==> src/logic/rv_pkg.sv <==
package rv_pkg;

  localparam int XLEN       = 32;
  localparam int REG_ADDR_W = 5;
  localparam int NUM_REGS   = 32;
  localparam int SHAMT_W    = $clog2(XLEN);

  typedef logic [XLEN-1:0]       word_t;
  typedef logic [REG_ADDR_W-1:0] reg_idx_t;

  localparam word_t RESET_PC = '0;

  // Major opcodes
  localparam logic [6:0] OPC_OP     = 7'b0110011;
  localparam logic [6:0] OPC_OP_IMM = 7'b0010011;
  localparam logic [6:0] OPC_LUI    = 7'b0110111;
  localparam logic [6:0] OPC_BRANCH = 7'b1100011;

  typedef enum logic [3:0] {
    ALU_ADD, ALU_SUB, ALU_SLL, ALU_SLT, ALU_SLTU, ALU_XOR,
    ALU_SRL, ALU_SRA, ALU_OR, ALU_AND, ALU_PASS_B
  } alu_op_t;

  typedef enum logic [2:0] {
    BR_NONE, BR_EQ, BR_NE, BR_LT, BR_GE, BR_LTU, BR_GEU
  } br_op_t;

  typedef struct packed {
    logic  valid;
    word_t pc;
    word_t instr;
  } fetch_pkt_t;

  typedef struct packed {
    logic     valid;
    word_t    pc;
    alu_op_t  alu_op;
    br_op_t   br_op;
    reg_idx_t rd;
    word_t    op_a;
    word_t    op_b;
    word_t    rs2_val;
    word_t    br_offset;
    logic     wr_en;
  } issue_pkt_t;

  typedef struct packed {
    logic  taken;
    word_t target;
  } redirect_t;

  typedef struct packed {
    logic     valid;
    word_t    pc;
    logic     wr_en;
    reg_idx_t rd;
    word_t    value;
  } commit_t;

endpackage

==> src/logic/fetch_stage.sv <==
module fetch_stage (
  input  logic               clk_i,
  input  logic               rst_i,
  input  logic               imem_rsp_valid_i,
  input  rv_pkg::word_t      imem_rsp_data_i,
  input  rv_pkg::redirect_t  redirect_i,
  output logic               imem_req_o,
  output rv_pkg::word_t      imem_addr_o,
  output rv_pkg::fetch_pkt_t fetch_o
);

  rv_pkg::word_t pc_q;
  rv_pkg::word_t pend_target_q;
  logic          outstanding_q;
  logic          stale_q;
  logic          boot_q;
  logic          kick_q;

  // First request after reset, then one per response
  assign imem_req_o = kick_q | imem_rsp_valid_i;

  always_comb begin
    if (redirect_i.taken) begin
      imem_addr_o = redirect_i.target;
    end else if (stale_q) begin
      imem_addr_o = pend_target_q;
    end else if (kick_q) begin
      imem_addr_o = pc_q;
    end else begin
      imem_addr_o = pc_q + rv_pkg::word_t'(4);
    end
  end

  // Stale responses and those racing a redirect are dropped
  assign fetch_o.valid = imem_rsp_valid_i & ~stale_q & ~redirect_i.taken;
  assign fetch_o.pc    = pc_q;
  assign fetch_o.instr = imem_rsp_data_i;

  always_ff @(posedge clk_i) begin
    if (!rst_i) begin
      pc_q          <= rv_pkg::RESET_PC;
      outstanding_q <= 1'b0;
      stale_q       <= 1'b0;
      boot_q        <= 1'b1;
      kick_q        <= 1'b0;
    end else begin
      boot_q <= 1'b0;
      kick_q <= boot_q;
      if (imem_req_o) begin
        pc_q <= imem_addr_o;
      end
      outstanding_q <= imem_req_o | (outstanding_q & ~imem_rsp_valid_i);
      if (imem_rsp_valid_i) begin
        stale_q <= 1'b0;
      end else if (redirect_i.taken) begin
        stale_q <= 1'b1;
      end
    end
  end

  always_ff @(posedge clk_i) begin
    if (redirect_i.taken) begin
      pend_target_q <= redirect_i.target;
    end
  end

  // Only one request in flight at any time
  assert property (@(posedge clk_i) disable iff (!rst_i)
    imem_req_o |-> !outstanding_q || imem_rsp_valid_i);
  assert property (@(posedge clk_i) disable iff (!rst_i)
    imem_rsp_valid_i |-> outstanding_q);

endmodule

==> src/logic/decode_stage.sv <==
module decode_stage (
  input  logic               clk_i,
  input  logic               rst_i,
  input  rv_pkg::fetch_pkt_t fetch_i,
  input  rv_pkg::redirect_t  redirect_i,
  input  rv_pkg::word_t      rs1_data_i,
  input  rv_pkg::word_t      rs2_data_i,
  input  logic               wb_en_i,
  input  rv_pkg::reg_idx_t   wb_rd_i,
  input  rv_pkg::word_t      wb_value_i,
  output rv_pkg::reg_idx_t   rs1_o,
  output rv_pkg::reg_idx_t   rs2_o,
  output rv_pkg::issue_pkt_t issue_o
);

  rv_pkg::fetch_pkt_t dec_q;
  logic [6:0]         opcode;
  logic [2:0]         funct3;
  rv_pkg::word_t      imm_i;
  rv_pkg::word_t      imm_u;
  rv_pkg::word_t      imm_b;
  rv_pkg::word_t      fwd_a;
  rv_pkg::word_t      fwd_b;

  function automatic rv_pkg::alu_op_t alu_decode(input logic [2:0] f3, input logic alt);
    case (f3)
      3'b000:  return alt ? rv_pkg::ALU_SUB : rv_pkg::ALU_ADD;
      3'b001:  return rv_pkg::ALU_SLL;
      3'b010:  return rv_pkg::ALU_SLT;
      3'b011:  return rv_pkg::ALU_SLTU;
      3'b100:  return rv_pkg::ALU_XOR;
      3'b101:  return alt ? rv_pkg::ALU_SRA : rv_pkg::ALU_SRL;
      3'b110:  return rv_pkg::ALU_OR;
      default: return rv_pkg::ALU_AND;
    endcase
  endfunction

  always_ff @(posedge clk_i) begin
    if (!rst_i) begin
      dec_q.valid <= 1'b0;
    end else begin
      dec_q       <= fetch_i;
      dec_q.valid <= fetch_i.valid & ~redirect_i.taken;
    end
  end

  assign opcode = dec_q.instr[6:0];
  assign funct3 = dec_q.instr[14:12];
  assign rs1_o  = dec_q.instr[19:15];
  assign rs2_o  = dec_q.instr[24:20];
  assign imm_i  = {{20{dec_q.instr[31]}}, dec_q.instr[31:20]};
  assign imm_u  = {dec_q.instr[31:12], 12'b0};
  assign imm_b  = {{19{dec_q.instr[31]}}, dec_q.instr[31], dec_q.instr[7],
                   dec_q.instr[30:25], dec_q.instr[11:8], 1'b0};

  // Bypass the value the ALU writes this cycle
  assign fwd_a = (wb_en_i && wb_rd_i == rs1_o && rs1_o != '0) ? wb_value_i : rs1_data_i;
  assign fwd_b = (wb_en_i && wb_rd_i == rs2_o && rs2_o != '0) ? wb_value_i : rs2_data_i;

  always_comb begin
    issue_o.valid     = dec_q.valid & ~redirect_i.taken;
    issue_o.pc        = dec_q.pc;
    issue_o.alu_op    = rv_pkg::ALU_ADD;
    issue_o.br_op     = rv_pkg::BR_NONE;
    issue_o.rd        = '0;
    issue_o.op_a      = fwd_a;
    issue_o.op_b      = fwd_b;
    issue_o.rs2_val   = fwd_b;
    issue_o.br_offset = imm_b;
    issue_o.wr_en     = 1'b0;
    case (opcode)
      rv_pkg::OPC_OP: begin
        issue_o.alu_op = alu_decode(funct3, dec_q.instr[30]);
        issue_o.rd     = dec_q.instr[11:7];
        issue_o.wr_en  = 1'b1;
      end
      rv_pkg::OPC_OP_IMM: begin
        // Only the right shifts carry the funct7 alternate bit
        issue_o.alu_op = alu_decode(funct3, dec_q.instr[30] && funct3 == 3'b101);
        issue_o.op_b   = imm_i;
        issue_o.rd     = dec_q.instr[11:7];
        issue_o.wr_en  = 1'b1;
      end
      rv_pkg::OPC_LUI: begin
        issue_o.alu_op = rv_pkg::ALU_PASS_B;
        issue_o.op_b   = imm_u;
        issue_o.rd     = dec_q.instr[11:7];
        issue_o.wr_en  = 1'b1;
      end
      rv_pkg::OPC_BRANCH: begin
        case (funct3)
          3'b000:  issue_o.br_op = rv_pkg::BR_EQ;
          3'b001:  issue_o.br_op = rv_pkg::BR_NE;
          3'b100:  issue_o.br_op = rv_pkg::BR_LT;
          3'b101:  issue_o.br_op = rv_pkg::BR_GE;
          3'b110:  issue_o.br_op = rv_pkg::BR_LTU;
          3'b111:  issue_o.br_op = rv_pkg::BR_GEU;
          default: issue_o.br_op = rv_pkg::BR_NONE;
        endcase
      end
      default: begin
      end
    endcase
  end

  // Branch shadow never reaches the ALU
  assert property (@(posedge clk_i) disable iff (!rst_i)
    redirect_i.taken |=> !issue_o.valid);

endmodule

==> src/logic/alu_stage.sv <==
module alu_stage (
  input  logic               clk_i,
  input  logic               rst_i,
  input  rv_pkg::issue_pkt_t issue_i,
  output logic               wb_en_o,
  output rv_pkg::reg_idx_t   wb_rd_o,
  output rv_pkg::word_t      wb_value_o,
  output rv_pkg::redirect_t  redirect_o,
  output rv_pkg::commit_t    commit_o
);

  rv_pkg::issue_pkt_t           ex_q;
  rv_pkg::word_t                result;
  logic [rv_pkg::SHAMT_W-1:0]   shamt;
  logic                         br_taken;

  always_ff @(posedge clk_i) begin
    if (!rst_i) begin
      ex_q.valid <= 1'b0;
    end else begin
      ex_q <= issue_i;
    end
  end

  assign shamt = ex_q.op_b[rv_pkg::SHAMT_W-1:0];

  always_comb begin
    case (ex_q.alu_op)
      rv_pkg::ALU_ADD:    result = ex_q.op_a + ex_q.op_b;
      rv_pkg::ALU_SUB:    result = ex_q.op_a - ex_q.op_b;
      rv_pkg::ALU_SLL:    result = ex_q.op_a << shamt;
      rv_pkg::ALU_SLT: begin
        result = {{(rv_pkg::XLEN-1){1'b0}}, $signed(ex_q.op_a) < $signed(ex_q.op_b)};
      end
      rv_pkg::ALU_SLTU:   result = {{(rv_pkg::XLEN-1){1'b0}}, ex_q.op_a < ex_q.op_b};
      rv_pkg::ALU_XOR:    result = ex_q.op_a ^ ex_q.op_b;
      rv_pkg::ALU_SRL:    result = ex_q.op_a >> shamt;
      rv_pkg::ALU_SRA:    result = rv_pkg::word_t'($signed(ex_q.op_a) >>> shamt);
      rv_pkg::ALU_OR:     result = ex_q.op_a | ex_q.op_b;
      rv_pkg::ALU_AND:    result = ex_q.op_a & ex_q.op_b;
      rv_pkg::ALU_PASS_B: result = ex_q.op_b;
      default:            result = '0;
    endcase
  end

  // Branch compare on rs1 against rs2
  always_comb begin
    case (ex_q.br_op)
      rv_pkg::BR_EQ:  br_taken = ex_q.op_a == ex_q.rs2_val;
      rv_pkg::BR_NE:  br_taken = ex_q.op_a != ex_q.rs2_val;
      rv_pkg::BR_LT:  br_taken = $signed(ex_q.op_a) < $signed(ex_q.rs2_val);
      rv_pkg::BR_GE:  br_taken = $signed(ex_q.op_a) >= $signed(ex_q.rs2_val);
      rv_pkg::BR_LTU: br_taken = ex_q.op_a < ex_q.rs2_val;
      rv_pkg::BR_GEU: br_taken = ex_q.op_a >= ex_q.rs2_val;
      default:        br_taken = 1'b0;
    endcase
  end

  assign redirect_o.taken  = ex_q.valid & br_taken;
  assign redirect_o.target = ex_q.pc + ex_q.br_offset;

  // x0 is never written
  assign wb_en_o    = ex_q.valid & ex_q.wr_en & (ex_q.rd != '0);
  assign wb_rd_o    = ex_q.rd;
  assign wb_value_o = result;

  assign commit_o.valid = ex_q.valid;
  assign commit_o.pc    = ex_q.pc;
  assign commit_o.wr_en = wb_en_o;
  assign commit_o.rd    = ex_q.rd;
  assign commit_o.value = wb_en_o ? result : '0;

  assert property (@(posedge clk_i) disable iff (!rst_i)
    redirect_o.taken |-> ex_q.valid && ex_q.br_op != rv_pkg::BR_NONE && !ex_q.wr_en);

endmodule

==> src/logic/reg_bank.sv <==
module reg_bank (
  input  logic             clk_i,
  input  logic             rst_i,
  input  rv_pkg::reg_idx_t rd_a_i,
  input  rv_pkg::reg_idx_t rd_b_i,
  input  logic             wr_en_i,
  input  rv_pkg::reg_idx_t wr_rd_i,
  input  rv_pkg::word_t    wr_data_i,
  output rv_pkg::word_t    rd_a_data_o,
  output rv_pkg::word_t    rd_b_data_o
);

  rv_pkg::word_t regs_q [rv_pkg::NUM_REGS];

  always_ff @(posedge clk_i) begin
    if (!rst_i) begin
      for (int i = 0; i < rv_pkg::NUM_REGS; i++) begin
        regs_q[i] <= '0;
      end
    end else if (wr_en_i && wr_rd_i != '0) begin
      regs_q[wr_rd_i] <= wr_data_i;
    end
  end

  // x0 hardwired to zero
  assign rd_a_data_o = (rd_a_i == '0) ? '0 : regs_q[rd_a_i];
  assign rd_b_data_o = (rd_b_i == '0) ? '0 : regs_q[rd_b_i];

endmodule

==> src/logic/rv_core.sv <==
module rv_core (
  input  logic            clk_i,
  input  logic            rst_i,
  input  logic            imem_rsp_valid_i,
  input  rv_pkg::word_t   imem_rsp_data_i,
  output logic            imem_req_o,
  output rv_pkg::word_t   imem_addr_o,
  output rv_pkg::commit_t commit_o
);

  rv_pkg::fetch_pkt_t fetch_pkt;
  rv_pkg::issue_pkt_t issue_pkt;
  rv_pkg::redirect_t  redirect;
  rv_pkg::reg_idx_t   rs1_idx;
  rv_pkg::reg_idx_t   rs2_idx;
  rv_pkg::word_t      rs1_data;
  rv_pkg::word_t      rs2_data;
  logic               wb_en;
  rv_pkg::reg_idx_t   wb_rd;
  rv_pkg::word_t      wb_value;

  fetch_stage fetch_stage_i (
    .clk_i            (clk_i),
    .rst_i            (rst_i),
    .imem_rsp_valid_i (imem_rsp_valid_i),
    .imem_rsp_data_i  (imem_rsp_data_i),
    .redirect_i       (redirect),
    .imem_req_o       (imem_req_o),
    .imem_addr_o      (imem_addr_o),
    .fetch_o          (fetch_pkt)
  );

  decode_stage decode_stage_i (
    .clk_i      (clk_i),
    .rst_i      (rst_i),
    .fetch_i    (fetch_pkt),
    .redirect_i (redirect),
    .rs1_data_i (rs1_data),
    .rs2_data_i (rs2_data),
    .wb_en_i    (wb_en),
    .wb_rd_i    (wb_rd),
    .wb_value_i (wb_value),
    .rs1_o      (rs1_idx),
    .rs2_o      (rs2_idx),
    .issue_o    (issue_pkt)
  );

  alu_stage alu_stage_i (
    .clk_i      (clk_i),
    .rst_i      (rst_i),
    .issue_i    (issue_pkt),
    .wb_en_o    (wb_en),
    .wb_rd_o    (wb_rd),
    .wb_value_o (wb_value),
    .redirect_o (redirect),
    .commit_o   (commit_o)
  );

  // ALU writes back directly
  reg_bank reg_bank_i (
    .clk_i       (clk_i),
    .rst_i       (rst_i),
    .rd_a_i      (rs1_idx),
    .rd_b_i      (rs2_idx),
    .wr_en_i     (wb_en),
    .wr_rd_i     (wb_rd),
    .wr_data_i   (wb_value),
    .rd_a_data_o (rs1_data),
    .rd_b_data_o (rs2_data)
  );

endmodule

==> config.mk <==
export PLATFORM = sky130hd
export DESIGN_NAME = rv_core
export DESIGN_NICKNAME = d
export VERILOG_FILES = /design/src/logic/rv_pkg.sv /design/src/logic/fetch_stage.sv /design/src/logic/decode_stage.sv /design/src/logic/alu_stage.sv /design/src/logic/reg_bank.sv /design/src/logic/rv_core.sv
export SDC_FILE = /design/constraint.sdc
export NUM_CORES = 2
export LEC_CHECK = 0
export BUFFER_PORTS_ARGS = -buffer_cell sky130_fd_sc_hd__buf_2
export CAP_MARGIN = 20
export CORE_ASPECT_RATIO = 1.75
export CORE_MARGIN = 2
export CORE_UTILIZATION = 30
export DETAILED_ROUTE_END_ITERATION = 6
export PLACE_DENSITY = 0.56
export SYNTH_ARGS = -nofsm -noshare
export SYNTH_HDL_FRONTEND = slang
export SYNTH_HIERARCHICAL = 1
export SYNTH_SLANG_ARGS = --single-unit
==> constraint.sdc <==
create_clock -name clk_i -period 6.6 [get_ports clk_i]
set_input_delay 0.33 -clock clk_i [delete_from_list [all_inputs] [get_ports clk_i]]
set_output_delay 0.33 -clock clk_i [all_outputs]
set_load 0.01 [all_outputs]
==> summary.txt <==
Outcome
  • Outcome: finished with violations
  • Failing checks: DRC

Drt
  • Routed via count: 58,653
  • Initial DRC Count: 6,612
  • Initial DRT Pass Iterations: 7
  • Routed WL: 328,000 µm
  • Vias per inst: 5.94
  • DRT antenna net count: 0
  • Wire per inst: 33.2 µm
  • # DRC: 2

Floorplan
  • Die X: 396 µm
  • IO Count: 139
  • Row count: 251
  • Starting Density: 0.302
  • Core ar.: 267,000 µm²
  • DIE HEIGHT: 689 µm
  • Area of the die: 273,000 µm²

Timing
  • Setup TNS: 0 ns
  • Highest Clock Rate: 162 MHz
  • Final cycle utilization of the critical path: 0.934
  • Clock skew: 0.0401 ns
  • Setup-failing EPs final: 0
  • Unrepaired setup endpoints after global routing: no
  • Slew Limit Fails: 0
  • Final hold vios: 0
  • Worst slew pin tran: 1.23 ns
  • Minimum clock period: 6.16 ns
  • Slew headroom: 0.156

Global routing
  • Met1 GRT Util: 0.242
  • Largest net degree at the start of global routing: 130
  • GRT Util Overall: 0.235
  • Vias in the first global route: 59,803
  • Global-route wire length before repair: 458,000 µm
  • Grt ovf: 0
  • Antenna violations before repair: 20
  • Met3 track demand over resource: 0.0404
  • Gr busiest metal: met2
  • Grt met2 use: 0.422

Power
  • VDD IR max: 220 µV
  • Cell Pwr Density: 259 nW/µm²
  • Tot Pwr: 23.0 mW
  • P_leak: 32.1 nW

Synth
  • Synth Warn #: 6
  • Cell taking the most area after synthesis: edfxtp_1
  • Cells after synthesis: 6,353
  • Main flop type after synthesis: edfxtp_1
  • Top post-synthesis cells by area: edfxtp_1, mux4_2, and2_1
  • Most common cell in the netlist: edfxtp_1
  • Distinct cells, synth: 114
  • Seq/Total Area, Yosys: 0.491
  • Post-synth EDFFs: 1,293
  • Syn Area/Cell: 12.7 µm²
  • Top cell type's share of synthesized area: 0.482
  • #FFs+latches synth: 1,330
  • Cell Area, Synth: 80,500 µm²
  • Post-synth top cells: edfxtp_1, and2_1, mux4_2, clkbuf_1, nor2_1
  • Synth async-reset ratio: 0

Worst setup path
  • Endpoint class of the critical path: output pin
  • Max stage delay on crit path: 0.95 ns
  • CP cell instances: buf_4, buf_4, mux2_2, mux2i_1, nor2_1, a21oi_1, o21ai_0, a21oi_1, o2111ai_2, and2_1, buf_2
  • Critical path class: register to output pin
  • Crit-path slowest cell: mux2i_1
  • Peak fanout along the critical path: 44
  • Crit start category: register
  • Worst Path Arrival: 5.83 ns
  • Worst EP required: 6.27 ns

Placement
  • Port Buffers: 138
  • HPWL after DPL: 220,000 µm
  • Final Wtd Congestion: 1.15

Clock tree
  • Worst skew pair latency: 0.78 ns
  • Clk sink count: 1,330
  • Htree depth: 3
  • CTS buffer count: 118
  • Clock buffer depth: 3
  • Post-CTS setup buffer count: 0
  • CTS tree: yes
  • Clk root buf: clkbuf_16
  • PostCTS Resize Cnt: 0
  • Worst-path clk slew: 0.09 ns

Job
  • MaxCap Viol Count: 0

Cells and area
  • Nets: 6,410
  • Fill cells: 26,270
  • Layout cell share with drive strength beyond 1: 0.210
  • Area Overhead vs Synth: 10.5%

Min path
  • Hold Path Class: input port to register
==> where the power goes <==
| part | leakage (nW) | total, mW | switching [mW] | internal (mW) |
|---|---|---|---|---|
| Sequential | 13.5 | 10.0 | 0.357 | 9.68 |
| Clock | 1.89 | 7.18 | 3.37 | 3.81 |
| Combinational | 16.7 | 5.80 | 3.90 | 1.91 |
| Total | 32.1 | 23.0 | 7.63 | 15.4 |
==> placed cells by master (no fill, tap or decap), types with 71 or more instances in the layout <==
master        n
nand2_1     224
mux2_2       71
clkbuf_16   119
buf_4       230
o21ai_0     116
mux4_2      524
buf_2       138
mux2i_1     206
a21oi_1     208
nor2_1      229
and2_1     1036
ha_1        162
edfxtp_1   1293
inv_1       149
o22ai_1     114
nor3_1      111
==> per-layer routing <==
metal  wire length (µm)  part of all wire  vias up
met1             105000              0.32    29894
met3              24400             0.075     1297
met2             168000              0.51     3578
met4              30500             0.093       14
li1                   -                 -    23870
met5                191           0.00058        -
==> timing repair <==
item                                    in CTS  in global routing
endpoints found under the setup margin       0                  0
endpoints found under the hold margin       34                  0
hold buffers                                33                  0
==> cell type report <==
cell class	instances	area, µm²	area share
diodes	22	55.1	0.000618
clock inverters	81	769	0.00864
flip-flops and latches	1330	39600	0.444
multi-input cells	4176	37400	0.420
inverters	159	597	0.00670
well taps	3542	4430	0.0498
clock buffers	139	3070	0.0345
repair buffers	425	3170	0.0356
==> worst max-delay path: cells and delay by family (launching register included) <==
family | cells | cell delay, ns
AO/OA/AOI/OAI | 4 | 1.54
multiplexers | 2 | 1.35
buffers and inverters | 3 | 1.25
flip-flops | 1 | 0.47
AND/OR/NAND/NOR | 2 | 0.39
==> registers in the layout (all words and copies together) (netlist names) <==
name and cells:
alu_stage_i/ex_q 136, decode_stage_i/rs2_o 5, fetch_stage_i/stale_q 1, decode_stage_i/dec_q 11, alu_stage_i/wb_rd_o 5, decode_stage_i/issue_o 44
decode_stage_i/rs1_o 5, fetch_stage_i/pend_target_q 32, reg_bank_i/regs_q 1024, fetch_stage_i/boot_q 1, fetch_stage_i/pc_q 32, fetch_stage_i/kick_q 1
alu_stage_i/commit_o 33
==> cells by family (layout without fill, tap and decap cells) <==
logic type / count (synthesis) / count (layout) / synth area share
other: 2 / 55 / 0.0000933
xor gates and xnor gates: 65 / 65 / 0.00707
and+or+nand+nor: 1936 / 1936 / 0.135
buffers and inverters: 878 / 804 / 0.0543
DFF: 1330 / 1330 / 0.491
muxes: 832 / 832 / 0.187
AOI/OAI and AO/OA: 1145 / 1145 / 0.0988
adders and majority gates: 165 / 165 / 0.0259
==> worst paths after layout <==
kind | startpoint | end | slack, ns | cells after the start
worst max-delay path | alu_stage_i/ex_q[66] | commit_o[23] | 0.44 | 11
worst min-delay path | rst_i | decode_stage_i/issue_o[11] | 0.12 | 1
worst max register to register | alu_stage_i/ex_q[104] | alu_stage_i/ex_q[63] | 0.73 | 11
worst min register to register | decode_stage_i/issue_o[171] | alu_stage_i/commit_o[68] | 0.42 | 0
==> stage by stage <==
step | instances | hold slack [ns] | area (µm²) | setup slack [ns] | utilization
floorplan | 6384 | 0.407 | 80700 | 1.03 | -
global placement | 9587 | 0.402 | 84700 | 0.786 | 0.317
detailed placement | 9592 | 0.405 | 84700 | 1.46 | 0.317
CTS | 9845 | 0.0881 | 88900 | 0.675 | 0.333
global route | 9856 | 0.117 | 89000 | 0.381 | 0.333
finish | 9874 | 0.121 | 89000 | 0.435 | 0.333
Note: power is estimated with default switching activity, not from simulation.
